$ cat config.mk
export PLATFORM = sky130hd
export DESIGN_NAME = pentevo_top
export DESIGN_NICKNAME = d
export VERILOG_FILES = /design/src/pentevo_pkg.sv /design/src/zbus_if.sv /design/src/clock_phases.sv /design/src/pentevo_top.sv /design/src/sound.sv /design/src/zports.sv /design/src/zsignals.sv
export VERILOG_INCLUDE_DIRS = /design/src /design/src/src
export SDC_FILE = /design/constraint.sdc
export NUM_CORES = 1
export LEC_CHECK = 0
export ABC_AREA = 1
export BUFFER_PORTS_ARGS = -buffer_cell sky130_fd_sc_hd__buf_2
export CAP_MARGIN = 0
export CELL_PAD_IN_SITES_DETAIL_PLACEMENT = 0
export CELL_PAD_IN_SITES_GLOBAL_PLACEMENT = 1
export CORE_MARGIN = 2
export CORE_UTILIZATION = 37
export DETAILED_ROUTE_END_ITERATION = 10
export GPL_TIMING_DRIVEN = 0
export PLACE_DENSITY_LB_ADDON = 0.2
export SLEW_MARGIN = 0
export SYNTH_ARGS = -nofsm -noshare
export SYNTH_HDL_FRONTEND = slang
export SYNTH_SLANG_ARGS = --single-unit
$ cat constraint.sdc
create_clock -name fclk -period 1.4 [get_ports fclk]
set_input_delay 0 -clock fclk [delete_from_list [all_inputs] [get_ports fclk]]
set_output_delay 0 -clock fclk [all_outputs]
set_load 0.05 [all_outputs]
$ cat src/pentevo_consts.svh
`ifndef PENTEVO_CONSTS_SVH
`define PENTEVO_CONSTS_SVH

// z80 bus widths
`define PV_DW 8
`define PV_AW 16

// depth of the z80 strobe synchronizer
`define PV_SYNC_DEPTH 2

// ula rule, any even address hits #fe
`define PV_PORT_FE_MASK 16'h0001
`define PV_PORT_FE_VAL 16'h0000

// covox decodes the low byte only
`define PV_PORT_COVOX 8'hFB

// full decode
`define PV_PORT_SYSCONF 16'h20AF

// 8-bit accumulator plus carry
`define PV_COVOX_ACC_W 9

`endif

$ cat src/pentevo_pkg.sv
`default_nettype none

package pentevo_pkg;

	// i/o port hit by the current address
	typedef enum logic [1:0] {
		PORT_NONE,
		PORT_FE,
		PORT_COVOX,
		PORT_SYSCONF
	} port_sel_e;

	// what currently drives the beep pin
	typedef enum logic [1:0] {
		SND_BEEPER,
		SND_TAPE,
		SND_COVOX
	} snd_src_e;

endpackage

`default_nettype wire

$ cat src/zbus_if.sv
`timescale 1ns/1ps
`default_nettype none

interface zbus_if;

	// levels, valid while the z80 holds the strobes
	logic iorq;
	logic iord;
	logic iowr;

	// single fclk pulses at the start of a cycle
	logic iord_s;
	logic iowr_s;

	modport src (
		output iorq, iord, iowr, iord_s, iowr_s
	);

	modport dst (
		input iorq, iord, iowr, iord_s, iowr_s
	);

endinterface

`default_nettype wire

$ cat src/clock_phases.sv
`timescale 1ns/1ps
`default_nettype none

module clock_phases (
	input  logic fclk,
	input  logic reset,
	output logic f0,
	output logic f1,
	output logic c0,
	output logic c1,
	output logic c2,
	output logic c3
);

	logic [1:0] phase;

	always_ff @(posedge fclk) begin
		if (reset) begin
			phase <= 2'd0;
		end else begin
			phase <= phase + 2'd1;
		end
	end

	// half rate strobes
	assign f0 = ~phase[0];
	assign f1 = phase[0];

	// quarter phases, one hot
	assign c0 = (phase == 2'd0);
	assign c1 = (phase == 2'd1);
	assign c2 = (phase == 2'd2);
	assign c3 = (phase == 2'd3);

endmodule

`default_nettype wire

$ cat src/pentevo_top.sv
`timescale 1ns/1ps
`default_nettype none

`include "pentevo_consts.svh"

module pentevo_top (
	input  logic              fclk,
	input  logic              reset,
	input  logic              iorq_n,
	input  logic              rd_n,
	input  logic              wr_n,
	input  logic              m1_n,
	input  logic [`PV_AW-1:0] a,
	input  logic [`PV_DW-1:0] d_in,
	input  logic              tape_in,
	output logic [`PV_DW-1:0] d_out,
	output logic              d_ena,
	output logic              iorq1_n,
	output logic [2:0]        border,
	output logic [1:0]        turbo,
	output logic              beep
);

	logic              f0;
	logic              c0;
	logic              c1;
	logic              c2;
	logic              c3;
	logic              beeper_mux;
	logic              beeper_wr;
	logic              covox_wr;
	logic [`PV_DW-1:0] wr_data;

	zbus_if zbus_i ();

	////////////////////
	// clocking
	////////////////////

	clock_phases clock_phases_i (
		.fclk  (fclk),
		.reset (reset),
		.f0    (f0),
		.f1    (),
		.c0    (c0),
		.c1    (c1),
		.c2    (c2),
		.c3    (c3)
	);

	////////////////////
	// z80 i/o side
	////////////////////

	zsignals zsignals_i (
		.fclk   (fclk),
		.reset  (reset),
		.iorq_n (iorq_n),
		.rd_n   (rd_n),
		.wr_n   (wr_n),
		.m1_n   (m1_n),
		.bus    (zbus_i.src)
	);

	zports zports_i (
		.fclk       (fclk),
		.reset      (reset),
		.a          (a),
		.d_in       (d_in),
		.tape_in    (tape_in),
		.bus        (zbus_i.dst),
		.d_out      (d_out),
		.d_ena      (d_ena),
		.iorq1_n    (iorq1_n),
		.border     (border),
		.turbo      (turbo),
		.beeper_mux (beeper_mux),
		.beeper_wr  (beeper_wr),
		.covox_wr   (covox_wr),
		.wr_data    (wr_data)
	);

	// beeper, tapeout and covox onto one pin
	sound sound_i (
		.fclk       (fclk),
		.reset      (reset),
		.f0         (f0),
		.d_in       (wr_data),
		.beeper_wr  (beeper_wr),
		.covox_wr   (covox_wr),
		.beeper_mux (beeper_mux),
		.beep       (beep)
	);

endmodule

`default_nettype wire

$ cat src/sound.sv
`timescale 1ns/1ps
`default_nettype none

`include "pentevo_consts.svh"

module sound (
	input  logic              fclk,
	input  logic              reset,
	input  logic              f0,
	input  logic [`PV_DW-1:0] d_in,
	input  logic              beeper_wr,
	input  logic              covox_wr,
	input  logic              beeper_mux,
	output logic              beep
);

	import pentevo_pkg::*;

	logic                       beeper_bit;
	logic                       tape_bit;
	logic                       covox_on;
	logic [`PV_DW-1:0]          covox;
	logic [`PV_DW-1:0]          acc;
	logic [`PV_COVOX_ACC_W-1:0] sum;
	snd_src_e                   src;

	////////////////////
	// source registers
	////////////////////

	always_ff @(posedge fclk) begin
		if (reset) begin
			beeper_bit <= 1'b0;
			tape_bit   <= 1'b0;
			covox      <= '0;
			covox_on   <= 1'b0;
		end else if (beeper_wr) begin
			beeper_bit <= d_in[4];
			tape_bit   <= d_in[3];
			covox_on   <= 1'b0;
		end else if (covox_wr) begin
			covox    <= d_in;
			covox_on <= 1'b1;
		end
	end

	always_comb begin
		if (covox_on) begin
			src = SND_COVOX;
		end else if (beeper_mux) begin
			src = SND_TAPE;
		end else begin
			src = SND_BEEPER;
		end
	end

	////////////////////
	// delta-sigma dac
	////////////////////

	assign sum = {1'b0, acc} + {1'b0, covox};

	always_ff @(posedge fclk) begin
		if (reset) begin
			acc  <= '0;
			beep <= 1'b0;
		end else begin
			if (f0 && covox_on) begin
				acc <= sum[`PV_DW-1:0];
			end
			// carry lasts one fclk, so ones per 256 f0 equal the byte
			case (src)
				SND_COVOX: beep <= f0 & sum[`PV_COVOX_ACC_W-1];
				SND_TAPE:  beep <= tape_bit;
				default:   beep <= beeper_bit;
			endcase
		end
	end

endmodule

`default_nettype wire

$ cat src/zports.sv
`timescale 1ns/1ps
`default_nettype none

`include "pentevo_consts.svh"

module zports (
	input  logic              fclk,
	input  logic              reset,
	input  logic [`PV_AW-1:0] a,
	input  logic [`PV_DW-1:0] d_in,
	input  logic              tape_in,
	zbus_if.dst               bus,
	output logic [`PV_DW-1:0] d_out,
	output logic              d_ena,
	output logic              iorq1_n,
	output logic [2:0]        border,
	output logic [1:0]        turbo,
	output logic              beeper_mux,
	output logic              beeper_wr,
	output logic              covox_wr,
	output logic [`PV_DW-1:0] wr_data
);

	import pentevo_pkg::*;

	port_sel_e         sel;
	logic [`PV_DW-1:0] sysconf;
	logic [`PV_DW-1:0] rd_live;
	logic [`PV_DW-1:0] rd_hold;
	logic [1:0]        tape_sync;
	logic              read_hit;

	////////////////////
	// address decode
	////////////////////

	always_comb begin
		if ((a & `PV_PORT_FE_MASK) == `PV_PORT_FE_VAL) begin
			sel = PORT_FE;
		end else if (a == `PV_PORT_SYSCONF) begin
			sel = PORT_SYSCONF;
		end else if (a[7:0] == `PV_PORT_COVOX) begin
			sel = PORT_COVOX;
		end else begin
			sel = PORT_NONE;
		end
	end

	// nobody inside claims the port, hand it to the bus
	assign iorq1_n = ~(bus.iorq && sel == PORT_NONE);

	////////////////////
	// writes
	////////////////////

	always_ff @(posedge fclk) begin
		if (reset) begin
			border    <= 3'd0;
			sysconf   <= '0;
			beeper_wr <= 1'b0;
			covox_wr  <= 1'b0;
		end else begin
			beeper_wr <= bus.iowr_s && sel == PORT_FE;
			covox_wr  <= bus.iowr_s && sel == PORT_COVOX;
			if (bus.iowr_s && sel == PORT_FE) begin
				border <= d_in[2:0];
			end
			if (bus.iowr_s && sel == PORT_SYSCONF) begin
				sysconf <= d_in;
			end
		end
	end

	// data for the sound strobes, stable for the whole write
	always_ff @(posedge fclk) begin
		if (bus.iowr) begin
			wr_data <= d_in;
		end
	end

	assign turbo      = sysconf[1:0];
	assign beeper_mux = sysconf[2];

	////////////////////
	// reads
	////////////////////

	always_ff @(posedge fclk) begin
		if (reset) begin
			tape_sync <= 2'b00;
		end else begin
			tape_sync <= {tape_sync[0], tape_in};
		end
	end

	always_comb begin
		case (sel)
			PORT_FE: rd_live = {1'b1, tape_sync[1], 6'b111111};
			default: rd_live = sysconf;
		endcase
	end

	// freeze read data for the rest of the cycle
	always_ff @(posedge fclk) begin
		if (bus.iord_s) begin
			rd_hold <= rd_live;
		end
	end

	assign read_hit = (sel == PORT_FE) || (sel == PORT_SYSCONF);
	assign d_out    = bus.iord_s ? rd_live : rd_hold;
	assign d_ena    = bus.iord && read_hit;

endmodule

`default_nettype wire

$ cat src/zsignals.sv
`timescale 1ns/1ps
`default_nettype none

`include "pentevo_consts.svh"

module zsignals (
	input  logic fclk,
	input  logic reset,
	input  logic iorq_n,
	input  logic rd_n,
	input  logic wr_n,
	input  logic m1_n,
	zbus_if.src  bus
);

	// bit order: iorq_n, rd_n, wr_n, m1_n
	logic [3:0] sync [`PV_SYNC_DEPTH];
	logic [3:0] stb_n;
	logic       iorq_nx;
	logic       iord_nx;
	logic       iowr_nx;

	// strobes idle high
	always_ff @(posedge fclk) begin
		if (reset) begin
			for (int i = 0; i < `PV_SYNC_DEPTH; i++) begin
				sync[i] <= 4'b1111;
			end
		end else begin
			sync[0] <= {iorq_n, rd_n, wr_n, m1_n};
			for (int i = 1; i < `PV_SYNC_DEPTH; i++) begin
				sync[i] <= sync[i-1];
			end
		end
	end

	assign stb_n = sync[`PV_SYNC_DEPTH-1];

	// int ack has m1 low, keep it out of the port logic
	assign iorq_nx = ~stb_n[3] & stb_n[0];
	assign iord_nx = iorq_nx & ~stb_n[2];
	assign iowr_nx = iorq_nx & ~stb_n[1];

	always_ff @(posedge fclk) begin
		if (reset) begin
			bus.iorq   <= 1'b0;
			bus.iord   <= 1'b0;
			bus.iowr   <= 1'b0;
			bus.iord_s <= 1'b0;
			bus.iowr_s <= 1'b0;
		end else begin
			bus.iorq   <= iorq_nx;
			bus.iord   <= iord_nx;
			bus.iowr   <= iowr_nx;
			// rising edge against the previous level
			bus.iord_s <= iord_nx & ~bus.iord;
			bus.iowr_s <= iowr_nx & ~bus.iowr;
		end
	end

endmodule

`default_nettype wire

==> results of run 1 <==
sequential cells by signal, indices dropped and copies added (netlist names), 2 cells and up:
| name | cells |
|---|---|
| sound_i.acc | 8 |
| sound_i.covox | 8 |
| zports_i.rd_hold | 8 |
| zports_i.sysconf | 8 |
| zports_i.wr_data | 8 |
| zsignals_i.sync | 8 |
| zports_i.border | 3 |
| zports_i.tape_sync | 2 |
worst max-delay path, delay by kind of cell, from the launching register on:
family / cells / cell delay [ns]
fa+ha+maj: 2 / 0.51
simple gates: 5 / 0.47
flops: 1 / 0.34
compound gates: 1 / 0.06
per-layer routing:
layer | part of all wire (%) | wire length [microns] | vias to the layer above | track usage, %
li1 | - | - | 1238 | -
met5 | 0 | 0 | - | 0
met4 | 1.9 | 116 | 0 | 5.90
met2 | 45 | 2720 | 47 | 25.1
met3 | 4.1 | 244 | 11 | 4.84
met1 | 49 | 2930 | 1033 | 20.3
what timing repair did:
action | 4_1_cts | 5_1_grt
hold buffers | 19 | 0
pin swaps | 10 | 5
resized for setup | 29 | 15
cloned | 1 | 0
setup buffers | 1 | 0
endpoints found under the setup margin | 11 | 16
hold endpoints to repair | 19 | 0
kinds of logic after synthesis:
family / Yosys count
flip-flops: 65
adder cells (fa/ha/maj): 9
XOR/XNOR: 1
AND/OR/NAND/NOR: 163
AO/OA/AOI/OAI: 41
buffers and inverters: 60
worst max path at each step:
stage                                                 from                          end  slack [ns]  depth (start not counted)
after global placement       sound_i.covox[0]$_SDFFE_PP0P_      sound_i.beep$_SDFF_PP0_       -0.12                          8
after detailed placement     sound_i.covox[0]$_SDFFE_PP0P_  sound_i.acc[6]$_SDFFE_PP0P_       -0.11                          8
after floorplan           zsignals_i.bus.iord_s$_SDFF_PP0_  zports_i.rd_hold[0]$_DFF_P_       -0.27                          3
after CTS                      sound_i.acc[0]$_SDFFE_PP0P_      sound_i.beep$_SDFF_PP0_       -0.07                          8
final                          sound_i.acc[0]$_SDFFE_PP0P_      sound_i.beep$_SDFF_PP0_       -0.07                          8
after global routing           sound_i.acc[0]$_SDFFE_PP0P_      sound_i.beep$_SDFF_PP0_       -0.13                          8
cells in the mapped netlist (all sizes together), types with 6 or more instances:
master | instances | area, sq um
nor2 | 69 | 302
dfxtp | 57 | 1140
nand2 | 50 | 188
inv | 49 | 184
o21ai | 19 | 95.1
nand3 | 16 | 95.1
a21oi | 11 | 55.1
nand4 | 9 | 56.3
or2 | 9 | 56.3
a31oi | 8 | 50.1
edfxtp | 8 | 240
ha | 8 | 100
buf | 6 | 40.0
final cells by class:
type                            instances  area, sq um
Clock buffer                           10          149
Sequential cell                        65         1390
Buffer                                 11         73.8
Fill cell                             730         3520
Multi-Input combinational cell        214         1250
Inverter                               49          184
Timing Repair Buffer                   67          480
Tap cell                               99          124
Clock inverter                          6         41.3
stage by stage:
| stage | hold slack, ns | power, uW | worst slack, ns | setup TNS [ns] |
|---|---|---|---|---|
| after floorplan | 0.0989 | 2220 | -0.270 | -1.97 |
| after global placement | 0.184 | 2330 | -0.120 | -0.252 |
| after detailed placement | 0.184 | 2330 | -0.105 | -0.237 |
| after CTS | 0.102 | 3890 | -0.0688 | -0.143 |
| after global routing | 0.132 | 4030 | -0.130 | -0.360 |
| final | 0.122 | 3850 | -0.0683 | -0.125 |
power by group through the flow:
| stage | Clock [uW] | Sequential (uW) | Combinational, uW |
|---|---|---|---|
| after floorplan | 0 | 1990 | 226 |
| final | 1470 | 1950 | 439 |
| after detailed placement | 0 | 1990 | 341 |
| after global routing | 1610 | 1950 | 472 |
| after CTS | 1510 | 1950 | 432 |
| after global placement | 0 | 1990 | 337 |
==> impl_metrics.csv, run 1 <==
group,metric,value,unit
outcome,status,"complete, but fails checks",
outcome,violations,"setup timing",
critical_path,cp_max_fo,3,
timing,fin_crit,1.47,ns
finish,finalCoreUtilization,51.2,%
logic_synthesis,synth_nets,379,
critical_path,start_kind,"register",
clock_tree,clk_latency,0.34,ns
drt,drc,0,
timing,timing.final.crit_share,105,%
clock_tree,path_clk_slew,0.07,ns
logic_synthesis,syn_area,0.00275,sq mm
clock_tree,clkSinkCount,65,
global_route,grt_pass1_vias,2211,
die,ioPinCount,47,
finish,syn_to_final_growth,34.3,%
die,die_w,90.3,microns
logic_synthesis,synth_fa_ha_area_share,4.36,%
power_and_ir_drop,power.density,1040,mW/mm^2
power_and_ir_drop,pwr-share-comb,11.4,%
die,rows,31,
clock_tree,cts_htree_levels,3,
critical_path,worstReg2RegStart,"sound_i.acc[0]$_SDFFE_PP0P_",
power_and_ir_drop,p_clk_share,38.1,%
critical_path,r2r-end,"sound_i.beep$_SDFF_PP0_",
critical_path,crit_arrival,1.70,ns
timing,finalClockSkew,0.00832,ns
global_route,antenna_found_initial,0,
power_and_ir_drop,p_int,2850,uW
clock_tree,clk_path_buf_depth,2,
logic_synthesis,synth_top_family_by_area,"simple AND/OR/NAND/NOR gates",
logic_synthesis,yosys_register_bits,65,
finish,drive_gt1_share,27.7,%
power_and_ir_drop,p_sw_share,25.9,%
finish,mostFrequentLayoutCell,"nor2_1",
drt,wire_per_inst,11.5,microns
global_route,grt_max_degree,13,
timing,max_freq,0.681,GHz
logic_synthesis,synth_xor_area_share,0.318,%
timing,setup_violations,2,
global_route,grt_usage,15.8,%
placement,placedCellCount,484,
min_path,min-delay-path-class,"input port to register",
critical_path,cp_cell_sequence,"ha_4, fa_2, nand2_2, nand2_2, nand3b_1, nand3_1, nand2_1, a21oi_1",
min_path,holdPathStages,3,
logic_synthesis,synth-edff-count,8,
power_and_ir_drop,p_leak,0.00165,uW
die,core_area,0.00721,sq mm
clock_tree,cts_tree,"built",
critical_path,worstSetupEndpointType,"register",
min_path,worstHoldEndpoint,"zports_i.rd_hold[0]$_DFF_P_",
critical_path,cpMostUsedCell,"nand2_2",
drt,first_pass_iters,4,
drt,drt_iter0_drc,69,
logic_synthesis,synthArstFlopShare,0,%
critical_path,worst_ep_required_time,1.63,ns
placement,gp_congestion,0.771,
timing,finalMaxSlewViolations,0,
die,start_util,38.2,%
power_and_ir_drop,irDropWorstVdd,0.828,mV
logic_synthesis,syn_inst,339,
logic_synthesis,synth_compound_area_share,8.09,%
finish,layout_common_cells,"nor2_1, dfxtp_1, nand2_1",
critical_path,crit_slowest_cell,"fa_2",
clock_tree,cts_root_buf,"clkbuf_8",
die,die_height,90.3,microns
logic_synthesis,synth_cell_types,29,
timing,worst_pin_slew,0.616,ns
timing,grt_setup_unrepaired,"yes",
clock_tree,numCtsBuffers,9,
critical_path,r2r_cells,8,
finish,final_area,0.00370,sq mm
global_route,grt_overflow_total,0,
finish,instances_no_fill,521,
logic_synthesis,avgSynthCellArea,8.12,sq um
power_and_ir_drop,seq_power_share,50.5,%
critical_path,critPathMaxStageDelay,0.35,ns
timing,final.setup.worst_slack,-0.0683,ns
power_and_ir_drop,netSwitchingPower,998,uW
logic_synthesis,seq_area_frac_synth,50.2,%
logic_synthesis,ys.flop_type,"dfxtp_1",
min_path,worstHoldStart,"a[0]",
critical_path,rrSetupSlack,-0.07,ns
drt,vias,2329,
finish,nets,457,
placement,hpwl,4150,microns
die,fp.dieArea,0.00815,sq mm
critical_path,critical_path_class,"register to register",
job,maxCapViolCount,0,
global_route,grt_pass1_wl,10100,microns
placement,portBuffers,46,
timing,hold_viol_final,0,
logic_synthesis,synth_mux_area_share,0,%
logic_synthesis,synth_simple_gate_area_share,28.1,%
timing,relSlewSlack,59.0,%
logic_synthesis,yosysWarnings,0,
drt,routed_wl,6010,microns
drt,ant_nets,0,
finish,antenna_cells,0,
drt,routed_via_density,4.47,
placement,placed_area,0.00312,sq mm
Power figures use the tool's default switching activity.
==> run 2: changes to the inputs <==
- SYNTH_HIERARCHICAL: unset -> 1
==> run 2 against run 1 <==
Against the previous run: the run still ends with setup timing left; synthesized cell count fell by 1.5%; area after synthesis fell by 1.5%; design area fell by 4.1%; die area fell by 1.5%; first-iteration DRC count fell by 13%; final cell count fell by 2.1%; via count fell by 5.9%.
==> impl_metrics.csv, run 2 <==
group,metric,value,unit
outcome,status,"complete, but fails checks",
outcome,violations,"setup timing",
timing,timing.final.crit_share,106,%
logic_synthesis,syn_inst,334,
job,maxCapViolCount,0,
critical_path,crit_arrival,1.72,ns
timing,worst_pin_slew,0.383,ns
critical_path,worst_ep_required_time,1.64,ns
clock_tree,cts_root_buf,"clkbuf_8",
drt,vias,2191,
logic_synthesis,avgSynthCellArea,8.11,sq um
logic_synthesis,synth_nets,374,
placement,placedCellCount,479,
global_route,grt_max_degree,13,
placement,pre_cts_ws,-0.148,ns
clock_tree,clk_latency,0.33,ns
placement,placed_area,0.00309,sq mm
power_and_ir_drop,p_sw_share,24.8,%
die,fp.dieArea,0.00803,sq mm
logic_synthesis,syn_area,0.00271,sq mm
critical_path,rrSetupSlack,-0.08,ns
timing,setup_tns,-0.119,ns
die,start_util,37.8,%
timing,fin_crit,1.48,ns
power_and_ir_drop,p_int,2810,uW
clock_tree,cts_tree,"built",
timing,relSlewSlack,74.5,%
power_and_ir_drop,seq_power_share,52.0,%
timing,max_freq,0.673,GHz
global_route,grt_pass1_vias,2073,
critical_path,r2r-end,"sound_i/acc[6]$_SDFFE_PP0P_",
power_and_ir_drop,p_clk_share,37.9,%
critical_path,crit_end,"sound_i/acc[6]$_SDFFE_PP0P_",
drt,wire_per_inst,10.9,microns
finish,antenna_cells,0,
critical_path,cp_max_fo,3,
logic_synthesis,yosysWarnings,6,
finish,instances_no_fill,510,
finish,syn_to_final_growth,30.7,%
placement,hpwl,4070,microns
timing,grt_setup_unrepaired,"yes",
timing,hold_viol_final,0,
finish,layout_common_cells,"nor2_1, dfxtp_1, nand2_1",
timing,final.setup.worst_slack,-0.0850,ns
drt,drc,0,
placement,gp_congestion,0.815,
drt,routed_wl,5580,microns
placement,portBuffers,46,
die,ioPinCount,47,
drt,routed_via_density,4.30,
global_route,grt_usage,15.3,%
critical_path,r2r_cells,10,
finish,mostFrequentLayoutCell,"nor2_1",
global_route,antenna_found_initial,0,
global_route,grt_pass1_wl,9280,microns
drt,ant_nets,0,
die,die_w,89.6,microns
power_and_ir_drop,netSwitchingPower,929,uW
finish,final_area,0.00354,sq mm
timing,finalMaxSlewViolations,0,
clock_tree,clk_path_buf_depth,2,
die,rows,31,
clock_tree,path_clk_slew,0.07,ns
critical_path,worstSetupEndpointType,"register",
power_and_ir_drop,pwr-share-comb,10.1,%
min_path,min-delay-path-class,"input port to register",
die,core_area,0.00718,sq mm
timing,finalClockSkew,0.00520,ns
finish,drive_gt1_share,25.8,%
finish,fillers,725,
drt,first_pass_iters,4,
power_and_ir_drop,power.density,1060,mW/mm^2
power_and_ir_drop,p_leak,0.00165,uW
critical_path,critical_path_class,"register to register",
critical_path,worstReg2RegStart,"sound_i/acc[0]$_SDFFE_PP0P_",
critical_path,startpoint,"sound_i/acc[0]$_SDFFE_PP0P_",
die,die_height,89.6,microns
clock_tree,cts_htree_levels,3,
critical_path,start_kind,"register",
clock_tree,numCtsBuffers,9,
power_and_ir_drop,irDropWorstVdd,0.625,mV
drt,drt_iter0_drc,60,
clock_tree,clkSinkCount,65,
timing,setup_violations,2,
global_route,grt_overflow_total,0,
finish,nets,446,
[run 2: routing by layer]
metal,track usage (%),vias up,wire length (microns)
met2,25.3,42,2630
met5,0,-,0
met4,6.51,0,65
met3,5.03,6,241
met1,18.4,950,2650
li1,-,1193,-
[run 2: cell type report]
type	count	area, sq um	area share [%]
buffer	9	81.3	2.30
timing repair buffer	62	415	11.7
inverter	44	168	4.73
multi-input combinational	215	1190	33.6
tap	99	124	3.50
sequential	65	1390	39.3
clock buffer	13	159	4.48
clock inverter	3	15.0	0.424
[run 2: power by group through the flow]
stage | Clock, uW | Combinational [uW] | Sequential [uW]
4_1_cts | 1470 | 363 | 1950
6_report | 1420 | 376 | 1950
5_1_grt | 1570 | 406 | 1950
3_3_place_gp | 0 | 315 | 1990
2_1_floorplan | 0 | 210 | 1990
3_5_place_dp | 0 | 317 | 1990
[run 2: critical path, stage by stage (launching register included)]
cell	delay [ns]
dfxtp_2	0.33
ha_4	0.16
fa_2	0.34
nand2_2	0.07
nand2_2	0.06
nand3b_1	0.15
nand2_1	0.07
nand2_1	0.08
nand3_2	0.05
nand2_1	0.05
inv_1	0.03
[run 2: worst min path at each step]
| stage | slack, ns | depth (start not counted) | startpoint | endpoint |
|---|---|---|---|---|
| after global routing | 0.01 | 2 | reset | zports_i/tape_sync[0]$_SDFF_PP0_ |
| after CTS | 0.01 | 2 | reset | clock_phases_i/phase[0]$_SDFF_PP0_ |
| after global placement | 0.18 | 2 | wr_n | zsignals_i/sync[0][1]$_SDFF_PP1_ |
| after floorplan | 0.07 | 1 | reset | zports_i/tape_sync[0]$_SDFF_PP0_ |
| after detailed placement | 0.18 | 2 | wr_n | zsignals_i/sync[0][1]$_SDFF_PP1_ |
| final | 0.02 | 2 | reset | clock_phases_i/phase[0]$_SDFF_PP0_ |
[run 2: through the flow]
| step | util, % | hold slack [ns] | power, uW |
|---|---|---|---|
| 2_1_floorplan | - | 0.0712 | 2200 |
| 3_3_place_gp | 43.1 | 0.175 | 2300 |
| 3_5_place_dp | 43.1 | 0.181 | 2310 |
| 4_1_cts | 48.2 | 0.0129 | 3780 |
| 5_1_grt | 49.4 | 0.0140 | 3920 |
| 6_report | 49.4 | 0.0169 | 3740 |
[run 2: timing repair]
action | 4_1_cts | 5_1_grt
hold buffers | 15 | 0
setup endpoints to repair | 12 | 14
gates resized for setup | 10 | 22
hold endpoints to repair | 25 | 0
setup buffers | 1 | 0
pin swaps | 3 | 1
